==> src/source/mini_core_defines.svh <==
// memory size and boot address of the mini core subsystem
// addresses of the mapped test peripherals and the pass value

`ifndef MINI_CORE_DEFINES_SVH
`define MINI_CORE_DEFINES_SVH

// byte address width of the RAM, 4 KiB
`define MC_RAM_ADDR_WIDTH 12

`define MC_BOOT_ADDR 32'h0000_0000

// test peripherals live above the RAM
`define MC_STATUS_ADDR 32'h2000_0000
`define MC_EXIT_ADDR   32'h2000_0004

`define MC_PASS_VALUE  32'd123456789

`endif

==> src/source/mini_core_pkg.sv <==
// shared types of the mini core subsystem
// word, register index and RAM address vectors
// ALU, writeback and fetch state encodings

`include "mini_core_defines.svh"

package mini_core_pkg;

    typedef logic [31:0] word_t;
    typedef logic [4:0] reg_addr_t;
    typedef logic [`MC_RAM_ADDR_WIDTH-1:0] ram_addr_t;

    // PASS_B forwards the immediate for LUI
    typedef enum logic [1:0] {
        ALU_ADD,
        ALU_SUB,
        ALU_PASS_B
    } alu_op_e;

    typedef enum logic [1:0] {
        WB_NONE,
        WB_ALU,
        WB_LOAD
    } wb_sel_e;

    typedef enum logic [2:0] {
        ST_IDLE,
        ST_FETCH,
        ST_WAIT_INSTR,
        ST_EXECUTE,
        ST_WAIT_DATA,
        ST_TRAP
    } fetch_state_e;

endpackage

==> src/source/core_decoder.sv <==
// instruction decoder for the supported RV32I subset
// produces register indices, immediate, ALU operation and writeback source

`timescale 1ns/100ps

module core_decoder (
    input  mini_core_pkg::word_t     instr_i,
    output mini_core_pkg::reg_addr_t rs1_o,
    output mini_core_pkg::reg_addr_t rs2_o,
    output mini_core_pkg::reg_addr_t rd_o,
    output mini_core_pkg::word_t     imm_o,
    output mini_core_pkg::alu_op_e   alu_op_o,
    output logic                     use_imm_o,
    output logic                     is_load_o,
    output logic                     is_store_o,
    output logic                     is_branch_o,
    output logic                     branch_ne_o,
    output logic                     illegal_o,
    output mini_core_pkg::wb_sel_e   wb_sel_o
);
    import mini_core_pkg::*;

    logic [6:0] opcode;
    logic [2:0] funct3;
    logic [6:0] funct7;
    wb_sel_e    wb_sel;

    assign opcode = instr_i[6:0];
    assign funct3 = instr_i[14:12];
    assign funct7 = instr_i[31:25];

    assign rs1_o = instr_i[19:15];
    assign rs2_o = instr_i[24:20];
    assign rd_o  = instr_i[11:7];

    always_comb begin
        imm_o       = '0;
        alu_op_o    = ALU_ADD;
        use_imm_o   = 1'b0;
        is_load_o   = 1'b0;
        is_store_o  = 1'b0;
        is_branch_o = 1'b0;
        branch_ne_o = 1'b0;
        illegal_o   = 1'b0;
        wb_sel      = WB_NONE;
        case (opcode)
            7'b0110111: begin
                imm_o     = {instr_i[31:12], 12'b0};
                alu_op_o  = ALU_PASS_B;
                use_imm_o = 1'b1;
                wb_sel    = WB_ALU;
            end
            7'b0010011: begin
                imm_o     = {{20{instr_i[31]}}, instr_i[31:20]};
                use_imm_o = 1'b1;
                wb_sel    = WB_ALU;
                illegal_o = (funct3 != 3'b000);
            end
            7'b0110011: begin
                alu_op_o  = funct7[5] ? ALU_SUB : ALU_ADD;
                wb_sel    = WB_ALU;
                illegal_o = (funct3 != 3'b000) ||
                            (funct7 != 7'b0000000 && funct7 != 7'b0100000);
            end
            7'b0000011: begin
                imm_o     = {{20{instr_i[31]}}, instr_i[31:20]};
                use_imm_o = 1'b1;
                is_load_o = 1'b1;
                wb_sel    = WB_LOAD;
                illegal_o = (funct3 != 3'b010);
            end
            7'b0100011: begin
                imm_o      = {{20{instr_i[31]}}, instr_i[31:25], instr_i[11:7]};
                use_imm_o  = 1'b1;
                is_store_o = 1'b1;
                illegal_o  = (funct3 != 3'b010);
            end
            7'b1100011: begin
                imm_o = {{19{instr_i[31]}}, instr_i[31], instr_i[7],
                         instr_i[30:25], instr_i[11:8], 1'b0};
                is_branch_o = 1'b1;
                branch_ne_o = funct3[0];
                illegal_o   = (funct3[2:1] != 2'b00);
            end
            default: illegal_o = 1'b1;
        endcase
    end

    // x0 stays zero, so a write to it is dropped here
    assign wb_sel_o = (rd_o == 5'd0) ? WB_NONE : wb_sel;

endmodule

==> src/source/core_execute.sv <==
// ALU and branch unit
// computes the arithmetic result, load/store address and next pc

`timescale 1ns/100ps

module core_execute (
    input  mini_core_pkg::word_t   pc_i,
    input  mini_core_pkg::word_t   op_a_i,
    input  mini_core_pkg::word_t   op_b_i,
    input  mini_core_pkg::word_t   imm_i,
    input  mini_core_pkg::alu_op_e alu_op_i,
    input  logic                   use_imm_i,
    input  logic                   is_branch_i,
    input  logic                   branch_ne_i,
    output mini_core_pkg::word_t   alu_result_o,
    output mini_core_pkg::word_t   next_pc_o
);
    import mini_core_pkg::*;

    word_t operand_b;
    logic  operands_equal;
    logic  branch_taken;

    assign operand_b = use_imm_i ? imm_i : op_b_i;

    // loads and stores reach here with ALU_ADD, so the sum is their address
    always_comb begin
        case (alu_op_i)
            ALU_SUB:    alu_result_o = op_a_i - operand_b;
            ALU_PASS_B: alu_result_o = operand_b;
            default:    alu_result_o = op_a_i + operand_b;
        endcase
    end

    // branches always compare the two register operands
    assign operands_equal = (op_a_i == op_b_i);
    assign branch_taken   = is_branch_i && (branch_ne_i ? !operands_equal : operands_equal);

    assign next_pc_o = branch_taken ? pc_i + imm_i : pc_i + 32'd4;

endmodule

==> src/source/core_result.sv <==
// load/store and writeback unit
// issues data bus requests and selects the register writeback value

`timescale 1ns/100ps

module core_result (
    input  logic                   clk_i,
    input  logic                   reset_i,
    input  logic                   start_i,
    input  logic                   is_load_i,
    input  logic                   is_store_i,
    input  mini_core_pkg::word_t   addr_i,
    input  mini_core_pkg::word_t   store_data_i,
    input  mini_core_pkg::word_t   alu_result_i,
    input  mini_core_pkg::wb_sel_e wb_sel_i,
    output logic                   data_req_o,
    output logic                   data_we_o,
    output mini_core_pkg::word_t   data_addr_o,
    output mini_core_pkg::word_t   data_wdata_o,
    input  logic                   data_gnt_i,
    input  logic                   data_rvalid_i,
    input  mini_core_pkg::word_t   data_rdata_i,
    output logic                   done_o,
    output logic                   wb_en_o,
    output mini_core_pkg::word_t   wb_data_o
);
    import mini_core_pkg::*;

    logic is_mem;
    logic req_pending;

    assign is_mem = is_load_i || is_store_i;

    // the request stays up until the memory grants it
    assign data_req_o = (start_i && is_mem) || req_pending;

    always_ff @(posedge clk_i) begin
        if (reset_i) begin
            req_pending <= 1'b0;
        end else begin
            req_pending <= data_req_o && !data_gnt_i;
        end
    end

    // address and data come from held core state, so they are stable under back-pressure
    assign data_we_o    = is_store_i;
    assign data_addr_o  = addr_i;
    assign data_wdata_o = store_data_i;

    // memory instructions finish on rvalid, ALU instructions right away
    assign done_o    = is_mem ? data_rvalid_i : start_i;
    assign wb_en_o   = done_o && (wb_sel_i != WB_NONE);
    assign wb_data_o = (wb_sel_i == WB_LOAD) ? data_rdata_i : alu_result_i;

endmodule

==> src/source/mini_core.sv <==
// multi-cycle RV32I subset core
// fetch FSM, pc, instruction register and register file
// decoder, execute and result units

`timescale 1ns/100ps

`include "mini_core_defines.svh"

module mini_core (
    input  logic                 clk_i,
    input  logic                 reset_i,
    input  logic                 fetch_enable_i,
    output logic                 instr_req_o,
    output mini_core_pkg::word_t instr_addr_o,
    input  logic                 instr_gnt_i,
    input  logic                 instr_rvalid_i,
    input  mini_core_pkg::word_t instr_rdata_i,
    output logic                 data_req_o,
    output logic                 data_we_o,
    output mini_core_pkg::word_t data_addr_o,
    output mini_core_pkg::word_t data_wdata_o,
    input  logic                 data_gnt_i,
    input  logic                 data_rvalid_i,
    input  mini_core_pkg::word_t data_rdata_i,
    output logic                 trap_o
);
    import mini_core_pkg::*;

    fetch_state_e state;
    word_t        pc;
    word_t        instr_q;
    word_t        reg_file [32];

    reg_addr_t rs1, rs2, rd;
    word_t     imm, op_a, op_b, alu_result, next_pc, wb_data;
    alu_op_e   alu_op;
    wb_sel_e   wb_sel;
    logic      use_imm, is_load, is_store, is_branch, branch_ne, illegal;
    logic      start, done, wb_en;

    // register 0 reads as zero and is never written
    assign op_a = (rs1 == 5'd0) ? '0 : reg_file[rs1];
    assign op_b = (rs2 == 5'd0) ? '0 : reg_file[rs2];

    assign start        = (state == ST_EXECUTE) && !illegal;
    assign instr_req_o  = (state == ST_FETCH);
    assign instr_addr_o = pc;
    assign trap_o       = (state == ST_TRAP);

    always_ff @(posedge clk_i) begin
        if (reset_i) begin
            state <= ST_IDLE;
            pc    <= `MC_BOOT_ADDR;
        end else begin
            case (state)
                ST_IDLE:       if (fetch_enable_i) state <= ST_FETCH;
                ST_FETCH:      if (instr_gnt_i) state <= ST_WAIT_INSTR;
                ST_WAIT_INSTR: if (instr_rvalid_i) state <= ST_EXECUTE;
                ST_EXECUTE: begin
                    if (illegal) begin
                        state <= ST_TRAP;
                    end else if (is_load || is_store) begin
                        state <= ST_WAIT_DATA;
                    end else begin
                        pc    <= next_pc;
                        state <= ST_FETCH;
                    end
                end
                ST_WAIT_DATA: begin
                    if (done) begin
                        pc    <= next_pc;
                        state <= ST_FETCH;
                    end
                end
                default: state <= ST_TRAP;
            endcase
        end
    end

    always_ff @(posedge clk_i) begin
        if (state == ST_WAIT_INSTR && instr_rvalid_i) begin
            instr_q <= instr_rdata_i;
        end
        if (wb_en) begin
            reg_file[rd] <= wb_data;
        end
    end

    core_decoder u_decoder (
        .instr_i     (instr_q),
        .rs1_o       (rs1),
        .rs2_o       (rs2),
        .rd_o        (rd),
        .imm_o       (imm),
        .alu_op_o    (alu_op),
        .use_imm_o   (use_imm),
        .is_load_o   (is_load),
        .is_store_o  (is_store),
        .is_branch_o (is_branch),
        .branch_ne_o (branch_ne),
        .illegal_o   (illegal),
        .wb_sel_o    (wb_sel)
    );

    core_execute u_execute (
        .pc_i         (pc),
        .op_a_i       (op_a),
        .op_b_i       (op_b),
        .imm_i        (imm),
        .alu_op_i     (alu_op),
        .use_imm_i    (use_imm),
        .is_branch_i  (is_branch),
        .branch_ne_i  (branch_ne),
        .alu_result_o (alu_result),
        .next_pc_o    (next_pc)
    );

    core_result u_result (
        .clk_i         (clk_i),
        .reset_i       (reset_i),
        .start_i       (start),
        .is_load_i     (is_load),
        .is_store_i    (is_store),
        .addr_i        (alu_result),
        .store_data_i  (op_b),
        .alu_result_i  (alu_result),
        .wb_sel_i      (wb_sel),
        .data_req_o    (data_req_o),
        .data_we_o     (data_we_o),
        .data_addr_o   (data_addr_o),
        .data_wdata_o  (data_wdata_o),
        .data_gnt_i    (data_gnt_i),
        .data_rvalid_i (data_rvalid_i),
        .data_rdata_i  (data_rdata_i),
        .done_o        (done),
        .wb_en_o       (wb_en),
        .wb_data_o     (wb_data)
    );

endmodule

==> config.mk <==
export PLATFORM = sky130hd
export DESIGN_NAME = mini_core
export DESIGN_NICKNAME = d
export VERILOG_FILES = /design/src/source/mini_core_pkg.sv /design/src/source/core_decoder.sv /design/src/source/core_execute.sv /design/src/source/core_result.sv /design/src/source/mini_core.sv
export VERILOG_INCLUDE_DIRS = /design/src /design/src/source
export SDC_FILE = /design/constraint.sdc
export NUM_CORES = 2
export LEC_CHECK = 0
export ABC_AREA = 0
export CORE_MARGIN = 10
export CORE_UTILIZATION = 25
export DETAILED_ROUTE_END_ITERATION = 10
export DONT_BUFFER_PORTS = 1
export GPL_ROUTABILITY_DRIVEN = 0
export PLACE_DENSITY = 0.34
export SLEW_MARGIN = 20
export SYNTH_ARGS = -nofsm -noshare
export SYNTH_HDL_FRONTEND = slang
export SYNTH_SLANG_ARGS = --single-unit
==> constraint.sdc <==
create_clock -name clk_i -period 7.72 [get_ports clk_i]
set_input_delay 0.772 -clock clk_i [delete_from_list [all_inputs] [get_ports clk_i]]
set_output_delay 0.772 -clock clk_i [all_outputs]
set_load 0.05 [all_outputs]
==> impl_summary.log <==
INFO  metric seq_area_frac_synth = 57.3%
INFO  metric synthToLayoutAreaGrowth = 21.8%
INFO  metric layout.nets = 4,080
INFO  metric initial_utilization = 25.1%
INFO  metric cellLeakagePower = 0.0230 uW
INFO  metric async_flop_share = 0%
INFO  metric dr.pass1.iters = 8
INFO  metric cell_chain_of_the_critical_path = buf_12, buf_12, buf_8, mux4_2, mux4_2, o2111ai_4, buf_12, o2111ai_2, a2111o_1, or4_4, nand2_1, xnor2_1, ha_1, a21o_1, a21o_1, a21o_1, a221oi_2, mux2i_1, nand2_1, buf_4
INFO  metric iteration_0_drc_count_of_the_detailed_router = 3,908
INFO  metric global_route.overflow_total = 0
INFO  metric routed_wirelength = 280,000 um
INFO  metric fmaxAchievable = 0.132 GHz
INFO  metric io_pins = 171
INFO  metric die_w = 497 um
INFO  metric avgSynthCellArea = 15.9 sq um
INFO  metric grt_max_degree = 75
INFO  metric clock-root-buffer = clkbuf_16
INFO  metric maxCapViolCount = 0
INFO  metric detail-route-antenna-nets = 0
INFO  metric power_per_cell_area = 338 mW/mm^2
INFO  metric drive_above_1_share = 31.7%
INFO  metric cts_tree = done
INFO  metric buffer_ports.inserted = 0
INFO  metric synth_edf_count = 1,056
INFO  metric multiInputGateArea = 0.0238 sq mm
INFO  metric netlist_area = 0.0570 sq mm
INFO  metric worst_clock_skew = 0.0566 ns
INFO  metric worst-path-buf-inv = 5
INFO  metric yosys_register_bits = 1,102
INFO  metric hold_class = primary input to flip-flop
INFO  metric slew_viol_final = 0
INFO  metric place_hpwl = 187,000 um
INFO  metric vias = 38,501
INFO  metric grt_first_pass_wirelength = 367,000 um
INFO  metric tcrit_tclk_final = 97.8%
INFO  metric grt_antenna_before_repair = 30
INFO  metric cts-buffers-inserted = 137
INFO  metric start_kind = flip-flop
INFO  metric core_area = 0.227 sq mm
INFO  metric cp_max_fo = 12
INFO  metric ir_drop = 0.219 mV
INFO  metric timing.setup.critical_path_class = flip-flop to primary output
INFO  metric nFillCells = 22,271
INFO  metric die_area = 0.247 sq mm
INFO  metric critical_path_arrival = 6.78 ns
INFO  metric post_drt_wl_per_cell = 39.7 um
INFO  metric synthDistinctLibCells = 113
INFO  metric cts_htree_levels = 4
INFO  metric yosys_most_used_dff = edfxtp_1
INFO  metric layout.core_utilization = 30.6%
INFO  metric crit_required = 6.95 ns
INFO  metric sequential_cell_area = 0.0327 sq mm
INFO  metric die_h = 497 um
INFO  metric finalSetupViolations = 0
INFO  metric worstSetupEndpointType = primary output
INFO  metric slew_headroom = 20.1%
INFO  metric final-hold-violation-count = 0
INFO  metric grt.total_usage = 21.7%
INFO  metric cts_buffer_depth = 3
INFO  metric cpPeakStageDelay = 0.53 ns
INFO  metric place_worst_setup_slack = -0.0371 ns
INFO  metric final_common_cell = edfxtp_1
INFO  metric critical-path-slowest-cell = mux4_2
INFO  metric grt_pass1_vias = 38,260
INFO  metric cts.sink_count = 1,102
INFO  metric commonest_cells_after_routing_fill_and_taps_aside = edfxtp_1, mux4_2, buf_4
INFO  metric worst_hold_slack = 0.0908 ns
INFO  metric setup_ws = 0.172 ns
INFO  metric synthesis.instances = 3,576
INFO  metric finalSetupTns = 0 ns
INFO  metric insertion_delay = 0.84 ns
INFO  metric worst_slew_pin_slew = 1.18 ns
INFO  metric clk_pin_slew = 0.07 ns
INFO  metric drt_drc_violations_left = 0
INFO  metric finalWorstPathRequiredPeriod = 7.55 ns
INFO  metric yosysWarningCount = 0
INFO  metric route.detailed.vias_per_inst = 5.45
INFO  metric worst_path_dominant_cell_family = compound AO/OA/AOI/OAI gates
INFO  metric status = finished, final reports clean
INFO  metric placement_rows = 175
==> per-stage QoR <==
step / std cells / total power [uW] / instance area, sq um
3_5_place_dp: 6720 / 16700 / 63200
6_report: 7058 / 23400 / 69400
5_1_grt: 7054 / 24200 / 69400
4_1_cts: 7025 / 23500 / 68700
2_1_floorplan: 3607 / 12800 / 57100
3_3_place_gp: 6717 / 16800 / 63100
==> cell type report <==
class / instances / area share (%)
inverter: 42 / 0.234
clock buffer: 175 / 5.33
timing repair buffer: 430 / 6.61
sequential: 1102 / 47.1
clock inverter: 63 / 1.01
antenna: 7 / 0.0252
multi-input combinational: 2230 / 34.3
tap: 3009 / 5.42
==> flip-flops by register name (all words and copies together) (netlist names), named ones only <==
| name | flops |
|---|---|
| u_result.req_pending | 1 |
| state | 3 |
| instr_addr_o | 32 |
| reg_file | 1024 |
| instr_q | 32 |
==> synth_stat cells (all sizes together), types with 10 or more instances <==
cell type	count	share of area [%]
o21ai	111	0.98
a2111oi	10	0.17
ha	64	1.4
a21oi	111	0.97
buf	119	1.4
nor3	42	0.37
nand2b	38	0.42
o31ai	13	0.17
or3	18	0.20
dfxtp	46	1.6
mux2i	158	2.8
a21o	38	0.50
a31oi	26	0.29
o22ai	51	0.56
nor2	187	1.2
and2	19	0.22
nand4	14	0.15
a211o	10	0.15
xnor2	61	0.94
clkbuf	113	1.0
a22oi	56	0.74
a221oi	15	0.26
nand3	43	0.38
nand2	212	1.4
o21a	24	0.32
a211oi	38	0.50
a22o	21	0.32
or2	11	0.12
edfxtp	1056	56
o211ai	18	0.24
nand3b	15	0.20
nor2b	34	0.37
mux2	19	0.38
inv	41	0.27
and3	29	0.32
xor2	47	0.72
mux4	496	20
==> kinds of logic after synthesis <==
group	count (synthesis)	synth area share, %
AOI/OAI and AO/OA	625	7.56
xor gates and xnor gates	108	1.66
buffers and inverters	275	2.80
and+or+nand+nor	726	6.34
muxes	673	22.9
other	1	0.00658
adders and majority gates	66	1.48
DFF	1102	57.3
==> routing by layer <==
| metal | vias up | wire length [um] | track usage [%] |
|---|---|---|---|
| li1 | 15520 | - | - |
| met1 | 21153 | 121000 | 29.2 |
| met2 | 1497 | 131000 | 35.1 |
| met3 | 325 | 17500 | 4.14 |
| met4 | 6 | 10200 | 7.18 |
| met5 | - | 47 | 0 |
==> final timing paths <==
path / start / end / slack [ns] / cells after the start
max: flip-flop / data_addr_o[30] / 0.17 / 20
min: instr_rdata_i[19] / flip-flop / 0.09 / 1
max reg2reg: flip-flop / reg_file[31][28] / 1.05 / 24
min reg2reg: instr_q[18] / flip-flop / 0.56 / 1
==> power breakdown <==
| group | switching (uW) | internal (uW) | leakage [uW] | total [uW] |
|---|---|---|---|---|
| clock | 2730 | 3760 | 0.00212 | 6490 |
| combinational | 5790 | 2470 | 0.0110 | 8270 |
| sequential | 133 | 8540 | 0.00989 | 8680 |
| total | 8660 | 14800 | 0.0230 | 23400 |
==> what timing repair did <==
action	CTS	global route
gates resized for setup	70	69
endpoints found under the setup margin	17	13
hold buffers	34	0
pin swaps	16	35
hold endpoints to repair	62	0
setup buffers	28	19
cloned	5	10
(Power assumes the default switching activity.)
